<file path="src/common/isa_pkg.sv">
// ISA constants, operation codes and the R/I-type instruction formats with their union
`default_nettype none

package isa_pkg;

	localparam int xlen = 32;
	localparam int reg_count = 32;
	localparam int reg_addr_w = $clog2(reg_count);

	// Major opcodes accepted by the back end
	localparam logic [6:0] opcode_op = 7'b0110011;
	localparam logic [6:0] opcode_op_imm = 7'b0010011;

	localparam logic [6:0] funct7_base = 7'b0000000;
	localparam logic [6:0] funct7_alt = 7'b0100000;     // sub, sra and srai
	localparam logic [6:0] funct7_muldiv = 7'b0000001;

	typedef enum logic [3:0] {
		alu_add  = 4'd0,
		alu_sub  = 4'd1,
		alu_and  = 4'd2,
		alu_or   = 4'd3,
		alu_xor  = 4'd4,
		alu_sll  = 4'd5,
		alu_srl  = 4'd6,
		alu_sra  = 4'd7,
		alu_slt  = 4'd8,
		alu_sltu = 4'd9
	} alu_op_e;

	// Values follow funct3[1:0] of the M extension
	typedef enum logic [1:0] {
		mul_mul    = 2'd0,
		mul_mulh   = 2'd1,
		mul_mulhsu = 2'd2,
		mul_mulhu  = 2'd3
	} mul_op_e;

	typedef struct packed {
		logic [6:0]            funct7;
		logic [reg_addr_w-1:0] rs2;
		logic [reg_addr_w-1:0] rs1;
		logic [2:0]            funct3;
		logic [reg_addr_w-1:0] rd;
		logic [6:0]            opcode;
	} r_format_t;

	typedef struct packed {
		logic [11:0]           imm12;
		logic [reg_addr_w-1:0] rs1;
		logic [2:0]            funct3;
		logic [reg_addr_w-1:0] rd;
		logic [6:0]            opcode;
	} i_format_t;

	// Same instruction word seen in either format
	typedef union packed {
		r_format_t r;
		i_format_t i;
	} instr_u;

endpackage

`default_nettype wire

</file>
<file path="src/common/pipe_pkg.sv">
// Pipeline records for issue, ALU and multiplier requests, writeback, and multiplier latency
`default_nettype none

package pipe_pkg;

	import isa_pkg::*;

	localparam int mult_stages = 5;

	typedef struct packed {
		logic            valid;
		instr_u          instr;
		logic [xlen-1:0] pc;
	} issue_t;

	typedef struct packed {
		logic                  valid;     // Also the write enable of the result
		alu_op_e               op;
		logic [xlen-1:0]       a;
		logic [xlen-1:0]       b;
		logic [reg_addr_w-1:0] rd;
		logic [xlen-1:0]       instr;
		logic [xlen-1:0]       pc;
	} alu_req_t;

	typedef struct packed {
		logic                  valid;
		mul_op_e               op;
		logic [xlen-1:0]       a;
		logic [xlen-1:0]       b;
		logic [reg_addr_w-1:0] rd;
		logic [xlen-1:0]       instr;
		logic [xlen-1:0]       pc;
	} mul_req_t;

	typedef struct packed {
		logic                  we;
		logic [reg_addr_w-1:0] addr;
		logic [xlen-1:0]       data;
		logic [xlen-1:0]       instr;
		logic [xlen-1:0]       pc;
	} wb_entry_t;

endpackage

`default_nettype wire

</file>
<file path="src/source/exe_write_latch.sv">
// Execute-to-writeback latch merging ALU and multiplier results by priority
`timescale 1ns/1ps
`default_nettype none

module exe_write_latch (
	input  wire                 clk_i,
	input  wire                 reset_i,
	input  wire                 kill_i,
	input  pipe_pkg::wb_entry_t alu_wb_i,
	input  pipe_pkg::wb_entry_t mul_wb_i,
	output pipe_pkg::wb_entry_t wb_o
);

	// ALU result wins over a colliding multiply
	always_ff @(posedge clk_i) begin
		if (reset_i || kill_i) begin
			wb_o <= '0;
		end else if (alu_wb_i.we) begin
			wb_o <= alu_wb_i;
		end else if (mul_wb_i.we) begin
			wb_o <= mul_wb_i;
		end else begin
			wb_o <= '0;   // Idle slot shows an empty record
		end
	end

endmodule

`default_nettype wire

</file>
<file path="config.mk">
export PLATFORM = sky130hd
export DESIGN_NAME = exe_write_latch
export DESIGN_NICKNAME = d
export VERILOG_FILES = /design/src/common/isa_pkg.sv /design/src/common/pipe_pkg.sv /design/src/source/exe_write_latch.sv
export SDC_FILE = /design/constraint.sdc
export NUM_CORES = 1
export LEC_CHECK = 0
export BUFFER_PORTS_ARGS = -buffer_cell sky130_fd_sc_hd__buf_2
export CAP_MARGIN = 30
export CORE_AREA = 2 2 119 121
export CTS_CLUSTER_DIAMETER = 150
export DETAILED_ROUTE_END_ITERATION = 7
export DIE_AREA = 0 0 121 123
export PLACE_DENSITY = 0.72
export SYNTH_ARGS = -nofsm -noshare
export SYNTH_HDL_FRONTEND = slang
export SYNTH_SLANG_ARGS = --single-unit
</file>
<file path="constraint.sdc">
create_clock -name clk_i -period 1.5 [get_ports clk_i]
set_input_delay 0.225 -clock clk_i [delete_from_list [all_inputs] [get_ports clk_i]]
set_output_delay 0.225 -clock clk_i [all_outputs]
set_load 0.005 [all_outputs]
</file>
==> impl_metrics.ini <==
[grt]
antenna_found_initial = 1
grt_pass1_wl_um = 18500
grt_use_total_pct = 15.8
grt_max_degree = 79
first_global_vias = 3742
grt_overflow_total = 0

[drt]
first_pass_iters = 5
routedWlPerCell_um = 13.6
drc = 0
routed-wl-met3_um = 1190
vias = 4145
wl_met2_um = 6050
antenna_left = 0
drt-initial-drc-count = 199
viasPerCell = 4.49
wirelength_met1_um = 5040
top_layer_used = met4
drt_wl_total_um = 12500

[run]
drv_cap = 0

[floorplan]
fp.dieW_um = 121
die_h_um = 123
initial_core_util_pct = 29.5
row_count = 43
die_area_mm2 = 0.0149
core_mm2 = 0.0136
io_pins = 309

[place]
place.gp.congestion = 0.765
placed_cells = 909
hpwl_um = 9260
portBuffers = 308

[finish]
num_antenna_cells = 0
largest_reg_flops = 102
largest_registers = wb_o: 102 flops
top_register = wb_o
layout.nets = 947
area_delta_synth_final_pct = 49.7
final_cells = 924
drive_gt1_share_pct = 46.4

[min_path]
hp-class = primary input to register
hp-start = alu_wb_i[98]
hold_end = wb_o[98]
holdPathStages = 3

[clocking]
cts_buffers = 9
cts_hold_buffers = 0
clock-root-buffer = clkbuf_16
clk_path_buf_depth = 2
cts-resized-gates = 0
cts_max_level = 3
tritoncts = done
cts.clk_slew.worst_paths_ns = 0.07
cts_setup_buffers = 0
clkSinkCount = 102

[pwr]
intPower_mw = 4.58
cellLeakagePower_nw = 2.92
ir_drop_v = 0.000485
power_frac_seq_pct = 47.4
finalPower_mw = 5.98
power_density_mw_per_mm2 = 996
comb_power_share_pct = 13.7
netSwitchingFraction_pct = 23.4
clkPwrFrac_pct = 38.9
p_sw_mw = 1.40

[yosys]
netlist_area_mm2 = 0.00401
synth_cells = 452
ys_types = 12
ys_seq_area_share_pct = 50.9
synth_seq_cells = 102
yosys_warnings = 0
avgSynthCellArea_um2 = 8.87
syn-num-nets = 659

[timing]
period_needed_ns = 1.04
setup-violations-final = 0
fin_hold_ws_ns = 0.119
setup_tns_ns = 0
hold_viol = 0
maxSlewHeadroom_pct = 80.9
worstMarginPinSlew_ns = 0.287
fin_crit_sh_pct = 69.2
rsz0062_at_grt = no
slew_viol_final = 0
max_freq_mhz = 963

[worst_setup_path]
crit_fanout = 1
critPathMaxStageDelay_ns = 0.35
worstPathArrival_ns = 0.81
slowest_stage = dfxtp_1
cp_cell_sequence = buf_2
crit_buf_inv = 1
critPathKind = register to output port
worstPathRequired_ns = 1.27
worst_setup_path_end_kind = output port
critPathTopFamily = flip-flops
crit_path_start_kind = register

[outcome]
outcome = completed
worst max path at each step:
stage / startpoint / endpoint / slack [ns] / cells after the start
detailed placement: alu_wb_i[101] / wb_o[69] / 0.31 / 5
CTS: wb_o[19] / wb_o[19] / 0.43 / 1
finish: wb_o[19] / wb_o[19] / 0.46 / 1
floorplan: kill_i / wb_o[5] / 0.59 / 4
global route: wb_o[52] / wb_o[52] / 0.43 / 1
global placement: alu_wb_i[101] / wb_o[5] / 0.36 / 5
power groups by stage:
stage | combinational, mW | clock (mW) | sequential, mW
detailed placement | 0.821 | 0 | 2.90
global route | 0.912 | 2.50 | 2.84
floorplan | 0.359 | 0 | 2.91
CTS | 0.825 | 2.41 | 2.84
finish | 0.818 | 2.32 | 2.83
global placement | 0.814 | 0 | 2.89
kinds of logic after synthesis:
group,share of synthesized area [%]
AOI/OAI and AO/OA,13.5
DFF,50.9
and+or+nand+nor,28.7
buffers and inverters,6.80
cells in the final DEF, fill, tap and decap left out:
| cell | netlist | layout |
|---|---|---|
| buf_2 | 26 | 306 |
| dfxtp_1 | 102 | 102 |
| nand2_1 | 101 | 101 |
| nand3b_1 | 101 | 101 |
| a21oi_1 | 91 | 91 |
| a21oi_2 | 10 | 10 |
| clkbuf_16 | 0 | 9 |
| buf_12 | 0 | 8 |
| buf_4 | 2 | 7 |
| nor2_1 | 2 | 2 |
| clkbuf_1 | 5 | 2 |
| clkinvlp_4 | 0 | 2 |
| or2_4 | 0 | 1 |
| clkbuf_8 | 0 | 1 |
| bufinv_16 | 0 | 1 |
layer usage:
metal  vias to the layer above  track usage, %
li1                       2096               -
met1                      1823            18.8
met2                       208            26.3
met3                        18            4.43
met4                         0            8.07
met5                         -               0
final cells by class:
type / instances / area [µm²]
tap: 180 / 225
clock buffer: 12 / 246
fill: 1392 / 7610
sequential: 102 / 2040
timing repair buffer: 321 / 1740
multi-input combinational: 306 / 1700
clock inverter: 3 / 45.0
cells in the mapped netlist:
cell / count / share of area (%)
nand2_1: 101 / 9.5
clkbuf_1: 5 / 0.47
or2_1: 1 / 0.16
buf_6: 9 / 2.5
buf_2: 26 / 3.2
nor2_1: 2 / 0.19
a21oi_1: 91 / 11
a21oi_2: 10 / 2.2
buf_4: 2 / 0.37
nand3b_1: 101 / 19
dfxtp_1: 102 / 51
buf_1: 2 / 0.19
through the flow:
step	util (%)	area [µm²]	setup WS, ns
6_report	44.1	6000	0.462
5_1_grt	44.1	6000	0.426
4_1_cts	44.1	6000	0.428
3_5_place_dp	41.9	5710	0.310
3_3_place_gp	41.9	5710	0.363
2_1_floorplan	-	4010	0.586
(Power assumes the default switching activity.)
