`src/common/isa_pkg.sv`:
```
// ISA constants, operation codes and the R/I-type instruction formats with their union
`default_nettype none

package isa_pkg;

	localparam int xlen = 32;
	localparam int reg_count = 32;
	localparam int reg_addr_w = $clog2(reg_count);

	// Major opcodes accepted by the back end
	localparam logic [6:0] opcode_op = 7'b0110011;
	localparam logic [6:0] opcode_op_imm = 7'b0010011;

	localparam logic [6:0] funct7_base = 7'b0000000;
	localparam logic [6:0] funct7_alt = 7'b0100000;     // sub, sra and srai
	localparam logic [6:0] funct7_muldiv = 7'b0000001;

	typedef enum logic [3:0] {
		alu_add  = 4'd0,
		alu_sub  = 4'd1,
		alu_and  = 4'd2,
		alu_or   = 4'd3,
		alu_xor  = 4'd4,
		alu_sll  = 4'd5,
		alu_srl  = 4'd6,
		alu_sra  = 4'd7,
		alu_slt  = 4'd8,
		alu_sltu = 4'd9
	} alu_op_e;

	// Values follow funct3[1:0] of the M extension
	typedef enum logic [1:0] {
		mul_mul    = 2'd0,
		mul_mulh   = 2'd1,
		mul_mulhsu = 2'd2,
		mul_mulhu  = 2'd3
	} mul_op_e;

	typedef struct packed {
		logic [6:0]            funct7;
		logic [reg_addr_w-1:0] rs2;
		logic [reg_addr_w-1:0] rs1;
		logic [2:0]            funct3;
		logic [reg_addr_w-1:0] rd;
		logic [6:0]            opcode;
	} r_format_t;

	typedef struct packed {
		logic [11:0]           imm12;
		logic [reg_addr_w-1:0] rs1;
		logic [2:0]            funct3;
		logic [reg_addr_w-1:0] rd;
		logic [6:0]            opcode;
	} i_format_t;

	// Same instruction word seen in either format
	typedef union packed {
		r_format_t r;
		i_format_t i;
	} instr_u;

endpackage

`default_nettype wire

```
`src/common/pipe_pkg.sv`:
```
// Pipeline records for issue, ALU and multiplier requests, writeback, and multiplier latency
`default_nettype none

package pipe_pkg;

	import isa_pkg::*;

	localparam int mult_stages = 5;

	typedef struct packed {
		logic            valid;
		instr_u          instr;
		logic [xlen-1:0] pc;
	} issue_t;

	typedef struct packed {
		logic                  valid;     // Also the write enable of the result
		alu_op_e               op;
		logic [xlen-1:0]       a;
		logic [xlen-1:0]       b;
		logic [reg_addr_w-1:0] rd;
		logic [xlen-1:0]       instr;
		logic [xlen-1:0]       pc;
	} alu_req_t;

	typedef struct packed {
		logic                  valid;
		mul_op_e               op;
		logic [xlen-1:0]       a;
		logic [xlen-1:0]       b;
		logic [reg_addr_w-1:0] rd;
		logic [xlen-1:0]       instr;
		logic [xlen-1:0]       pc;
	} mul_req_t;

	typedef struct packed {
		logic                  we;
		logic [reg_addr_w-1:0] addr;
		logic [xlen-1:0]       data;
		logic [xlen-1:0]       instr;
		logic [xlen-1:0]       pc;
	} wb_entry_t;

endpackage

`default_nettype wire

```
`src/source/issue_stage.sv`:
```
// Issue stage with register file, operand read, immediate decode and unit selection
`timescale 1ns/1ps
`default_nettype none

module issue_stage (
	input  wire                 clk_i,
	input  wire                 reset_i,
	input  wire                 kill_i,
	input  pipe_pkg::issue_t    issue_i,
	input  pipe_pkg::wb_entry_t wb_i,
	output pipe_pkg::alu_req_t  alu_req_o,
	output pipe_pkg::mul_req_t  mul_req_o
);

	import isa_pkg::*;
	import pipe_pkg::*;

	logic [xlen-1:0] regs [1:reg_count-1];   // x0 is not stored

	instr_u          instr;
	logic [xlen-1:0] rs1_val;
	logic [xlen-1:0] rs2_val;
	logic [xlen-1:0] imm;
	logic            alu_ok;
	logic            is_mul;
	alu_op_e         alu_op;
	alu_req_t        alu_d;
	mul_req_t        mul_d;

	function automatic logic [xlen-1:0] rf_read(input logic [reg_addr_w-1:0] addr);
		rf_read = (addr == '0) ? '0 : regs[addr];
	endfunction

	// Returns whether funct3/funct7 name an ALU operation, imm selects the I-type rules
	function automatic logic alu_decode(input logic [2:0] f3, input logic [6:0] f7,
			input logic use_imm, output alu_op_e op);
		logic base;
		logic alt;
		base = (f7 == funct7_base);
		alt = (f7 == funct7_alt);
		alu_decode = use_imm || base;
		unique case (f3)
			3'b000: begin
				op = (alt && !use_imm) ? alu_sub : alu_add;
				alu_decode = use_imm || base || alt;
			end
			3'b001: begin
				op = alu_sll;
				alu_decode = base;
			end
			3'b010: op = alu_slt;
			3'b011: op = alu_sltu;
			3'b100: op = alu_xor;
			3'b101: begin
				op = alt ? alu_sra : alu_srl;
				alu_decode = base || alt;
			end
			3'b110: op = alu_or;
			default: op = alu_and;
		endcase
	endfunction

	// Written at the edge where the result shows on wb, so a same-cycle read sees the old value
	always_ff @(posedge clk_i) begin
		if (reset_i) begin
			for (int k = 1; k < reg_count; k++)
				regs[k] <= '0;
		end else if (wb_i.we && wb_i.addr != '0) begin
			regs[wb_i.addr] <= wb_i.data;
		end
	end

	always_comb begin
		instr = issue_i.instr;
		rs1_val = rf_read(instr.r.rs1);
		rs2_val = rf_read(instr.r.rs2);
		imm = {{(xlen-12){instr.i.imm12[11]}}, instr.i.imm12};
		alu_ok = 1'b0;
		alu_op = alu_add;
		is_mul = 1'b0;
		if (instr.r.opcode == opcode_op) begin
			if (instr.r.funct7 == funct7_muldiv)
				is_mul = !instr.r.funct3[2];   // Divide and remainder are not handled
			else
				alu_ok = alu_decode(instr.r.funct3, instr.r.funct7, 1'b0, alu_op);
		end else if (instr.i.opcode == opcode_op_imm) begin
			alu_ok = alu_decode(instr.i.funct3, instr.i.imm12[11:5], 1'b1, alu_op);
		end

		// rd zero leaves the request without write enable
		alu_d.valid = issue_i.valid && alu_ok && instr.r.rd != '0;
		alu_d.op = alu_op;
		alu_d.a = rs1_val;
		alu_d.b = (instr.i.opcode == opcode_op_imm) ? imm : rs2_val;
		alu_d.rd = instr.r.rd;
		alu_d.instr = instr;
		alu_d.pc = issue_i.pc;

		mul_d.valid = issue_i.valid && is_mul && instr.r.rd != '0;
		mul_d.op = mul_op_e'(instr.r.funct3[1:0]);
		mul_d.a = rs1_val;
		mul_d.b = rs2_val;
		mul_d.rd = instr.r.rd;
		mul_d.instr = instr;
		mul_d.pc = issue_i.pc;
	end

	always_ff @(posedge clk_i) begin
		alu_req_o <= alu_d;
		mul_req_o <= mul_d;
		if (reset_i || kill_i) begin
			alu_req_o.valid <= 1'b0;
			mul_req_o.valid <= 1'b0;
		end
	end

endmodule

`default_nettype wire

```
`config.mk`:
```
export PLATFORM = sky130hd
export DESIGN_NAME = issue_stage
export DESIGN_NICKNAME = d
export VERILOG_FILES = /design/src/common/isa_pkg.sv /design/src/common/pipe_pkg.sv /design/src/source/issue_stage.sv
export SDC_FILE = /design/constraint.sdc
export NUM_CORES = 2
export LEC_CHECK = 0
export BUFFER_PORTS_ARGS = -buffer_cell sky130_fd_sc_hd__buf_4
export CAP_MARGIN = 30
export CORE_UTILIZATION = 30
export CTS_CLUSTER_DIAMETER = 120
export DETAILED_ROUTE_END_ITERATION = 7
export GPL_TIMING_DRIVEN = 1
export HOLD_SLACK_MARGIN = 0.1
export RECOVER_POWER = 100
export SYNTH_ARGS = -nofsm -noshare
export SYNTH_HDL_FRONTEND = slang
export SYNTH_SLANG_ARGS = --single-unit
```
`constraint.sdc`:
```
create_clock -name clk_i -period 4.2 [get_ports clk_i]
set_input_delay 0.42 -clock clk_i [delete_from_list [all_inputs] [get_ports clk_i]]
set_output_delay 0.42 -clock clk_i [all_outputs]
set_load 0.03 [all_outputs]
```
==> results.md <==
- The TritonCTS clock tree is built.
- The run finished, with violations left.
- The total core area is 197000 sq um.
- The synthesis-to-finish area growth is 16.4%.
- The worst-margin pin slew is 3050 ps.
- The synthesized design devotes to its leading area cell type 51.6% of total area.
- STA classifies the critical path startpoint as a primary input.
- The total iterations of the first detailed-routing run is 6.
- The power per cell area is 437 nW/um^2.
- After detailed routing, the number of remaining DRC violations is 0.
- The synthesized netlist devotes 3.27% of its cell area to compound gates.
- The number of global-route vias before repair is 37000.
- The number of buffers on the longest clock path is 3.
- The required time of the critical path is 4840 ps.
- The H-tree was split into 4 levels.
- The CTS clock-pin slew for the worst setup and hold paths is 60 ps.
- After Yosys synthesis, and, or, nand and nor cells account for 12.2% of the synthesized area.
- The worst-case IR drop observed on VDD is 0.426 mV.
- The average via count per standard cell is 5.41.
- Cells fill 35.1% of the core in the end.
- The area of the multi-input gates is 23200 sq um.
- The finished layout holds 6929 standard cells, fillers aside.
- The worst setup path is captured at a flip-flop.
- The path class of the tightest hold or removal check is primary input to flip-flop.
- The synthesized netlist devotes 0% of its cell area to XOR and XNOR gates.
- Yosys printed 0 warnings.
- The final reports fail on capacitance limit, slew limit.
- The post-synthesis cell count is 3855.
- Counting flops with a built-in enable in the synthesized netlist gives 1024.
- The number of port buffers is 379.
- In the global route stage, overall resource usage came out at 20.8%.
- The cell count after placement is 6572.
- The placed standard-cell area is 65200 sq um.
- The worst path in the final design needs a cycle of 3750 ps, including I/O delays and setup.
- The mapped netlist covers 59600 sq um.
- Once the floorplan was initialized, standard cells occupied 30.2% of the core.
- The detailed-route wire length per cell is 30.6 um.
- The max-slew violation count is 791.
- The leakage power is 23.5 nW.
- After synthesis, the cell types taking the most area are sky130_fd_sc_hd__edfxtp_1, sky130_fd_sc_hd__mux4_2, sky130_fd_sc_hd__and2_1, sky130_fd_sc_hd__dfxtp_1, sky130_fd_sc_hd__mux2i_1.
- The accumulated negative setup slack is 0 ps.
- The register area is 34100 sq um.
- The fmax is 267 MHz.
- The register bit count reported by yosys is 1190.
- Measured along the x axis, the die boundary spans 448 um.
- STA puts the critical path data arrival time at 4390 ps.
- Sorting the synthesized cells by how often they occur yields sky130_fd_sc_hd__edfxtp_1, sky130_fd_sc_hd__and2_1, sky130_fd_sc_hd__mux4_2.
- Across all hold checks on the routed design, the worst slack comes to 289 ps.
- The number of different library cells used by synthesis comes to 52.
- The CTS buffer count is 140.
- Entering global routing, the biggest net connects 62 pins.
- The final weighted congestion in routability-driven placement is 0.837.
- The insertion delay to the later sink of the worst-skew pair is 800 ps.
- Overall power consumption after layout is estimated at 30.3 mW.
- The clock net in this run drives a total of 1190 sinks.
- The setup path with the least slack is of type primary input to flip-flop.
- For this block, the routed nets add up to 212000 um of wire.
- The count of final setup violators is 0.
- The finished cells cover 69300 sq um.
- The combinational family with the most area after synthesis is multiplexers.
- The stage delay of the slowest cell on the critical path is 1530 ps.
- The number of placement rows is 163.
- The root buffer cell chosen for the clock tree is sky130_fd_sc_hd__clkbuf_16.
- The most frequently used cell type in the post-synthesis netlist is sky130_fd_sc_hd__edfxtp_1.
- The global-route wire length before repair is 290000 um.
- Across all setup checks in the final design, the least slack found is 450 ps.
- The die area is 200000 sq um.
- The count of boundary I/O pins is 444.
- Prior to clock tree synthesis, the placed netlist has a worst setup slack of 869 ps.
- The half-perimeter wire length of the detailed placement result is 127000 um.
- The number of vias in the routed layout is 37500.
- For the final database, setup skew stands at 40.0 ps.
- In the synthesized netlist the async set-or-reset flop fraction comes to 0%.
- Setup repair after global routing left no endpoint under its margin.
- The share of final-layout standard cells stronger than drive strength 1 is 24.2%.
- The die height is 448 um.
- The remaining global-route overflow is 0.
- In this run the worst path has a maximum fanout of 53.
- Traced cell by cell, the critical path runs through dlygate4sd3_1 -> clkbuf_2 -> buf_4 -> mux4_2 -> mux2_1 -> o22ai_1 -> nor3_1.
- The final hold violation count was 0.
- Of the synthesized area, sequential elements account for 57.2%.
- The cell with the biggest individual delay on the critical path is sky130_fd_sc_hd__clkbuf_2.
- The mux share of post-synthesis cell area is 22.9%.
- The initial antenna violation count is 23.
- The post-synthesis share of cell area spent on full adders, half adders and majority gates is 0%.
- The post-route fraction of the period consumed by the critical path is 89.3%.
- The mean post-synth cell area is 15.4 sq um.
- The largest total area in the synthesized netlist belongs to sky130_fd_sc_hd__edfxtp_1.
- The filler cell count is 18900.
- The number of max-cap violations is 41.
- For this run, the post-layout net count is 4337.
- The number of routed nets with antenna violations is 0.
- In the synthesized netlist the dominant register cell turns out to be sky130_fd_sc_hd__edfxtp_1.
- The worst pin sits at a relative slew slack of -103%.
- The number of DRC violations after detailed-routing iteration 0 is 4816.
-- worst paths after layout --
| kind | cells past startpoint | start | to | slack (ps) |
|---|---|---|---|---|
| worst max-delay path | 7 | issue_i[49] | mul_req_o[109] | 450 |
| worst min register to register | 5 | regs[26][3] | mul_req_o[72] | 930 |
| worst min-delay path | 2 | issue_i[12] | mul_req_o[12] | 290 |
| worst max register to register | 5 | regs[27][7] | alu_req_o[76] | 1610 |
-- worst max-delay path: cells and delay by family --
| kind | cells | cell delay [ps] |
|---|---|---|
| mux | 2 | 690 |
| compound gates | 1 | 450 |
| simple gates | 1 | 140 |
| buf+inv | 3 | 2580 |
-- where the power goes --
part	internal, mW	switching (mW)
clock network	7.12	5.27
logic	1.47	2.44
registers	13.6	0.391
-- per-layer routing --
layer	up-vias	routed length (um)	global-route usage, %
met5	-	13	0
met4	2	10900	9.71
met3	498	21400	4.22
met2	2401	101000	34.3
met1	19400	78900	26.1
li1	15200	-	-
-- layout make-up --
type	instances	area share (%)
Clock buffer	180	5.51
Antenna cell	4	0.0144
Timing Repair Buffer	629	5.95
Sequential cell	1190	49.2
Clock inverter	80	1.17
Multi-Input combinational cell	2206	33.4
Tap cell	2640	4.77
-- repair_timing --
action | 4_1_cts | 5_1_grt
setup buffers | 0 | 0
hold buffers | 93 | 0
gates resized for setup | 0 | 0
endpoints found under the hold margin | 185 | 0
-- flip-flops by register name, summed over array words and instances, names as in the netlist --
| signal | flops |
|---|---|
| regs | 1024 |
| alu_req_o | 37 |
| mul_req_o | 129 |
-- cell usage in the layout (no fill, tap or decap), drive strengths merged, types with 5 or more instances in the layout --
cell type,n
edfxtp,1024
and2,997
clkbuf,597
mux4,478
dfxtp,166
mux2i,142
mux2,119
buf,119
dlygate4sd3,93
nor2,61
clkinv,50
o22ai,43
a221oi,40
or2,33
a22o,32
conb,32
nand2,28
nor3,25
o21ai,25
a221o,21
a211o,18
a22oi,15
nor2b,15
inv,13
o21a,10
bufinv,10
a21oi,9
nand2b,8
o211ai,8
o2111a,7
clkinvlp,7
nand3b,6
a311o,5
nor3b,5
-- logic make-up after synthesis --
family,count (synthesis)
simple gates,1194
flops,1190
mux,739
buf+inv,490
compound gates,241
other cells,1
(Power assumes the default switching activity.)
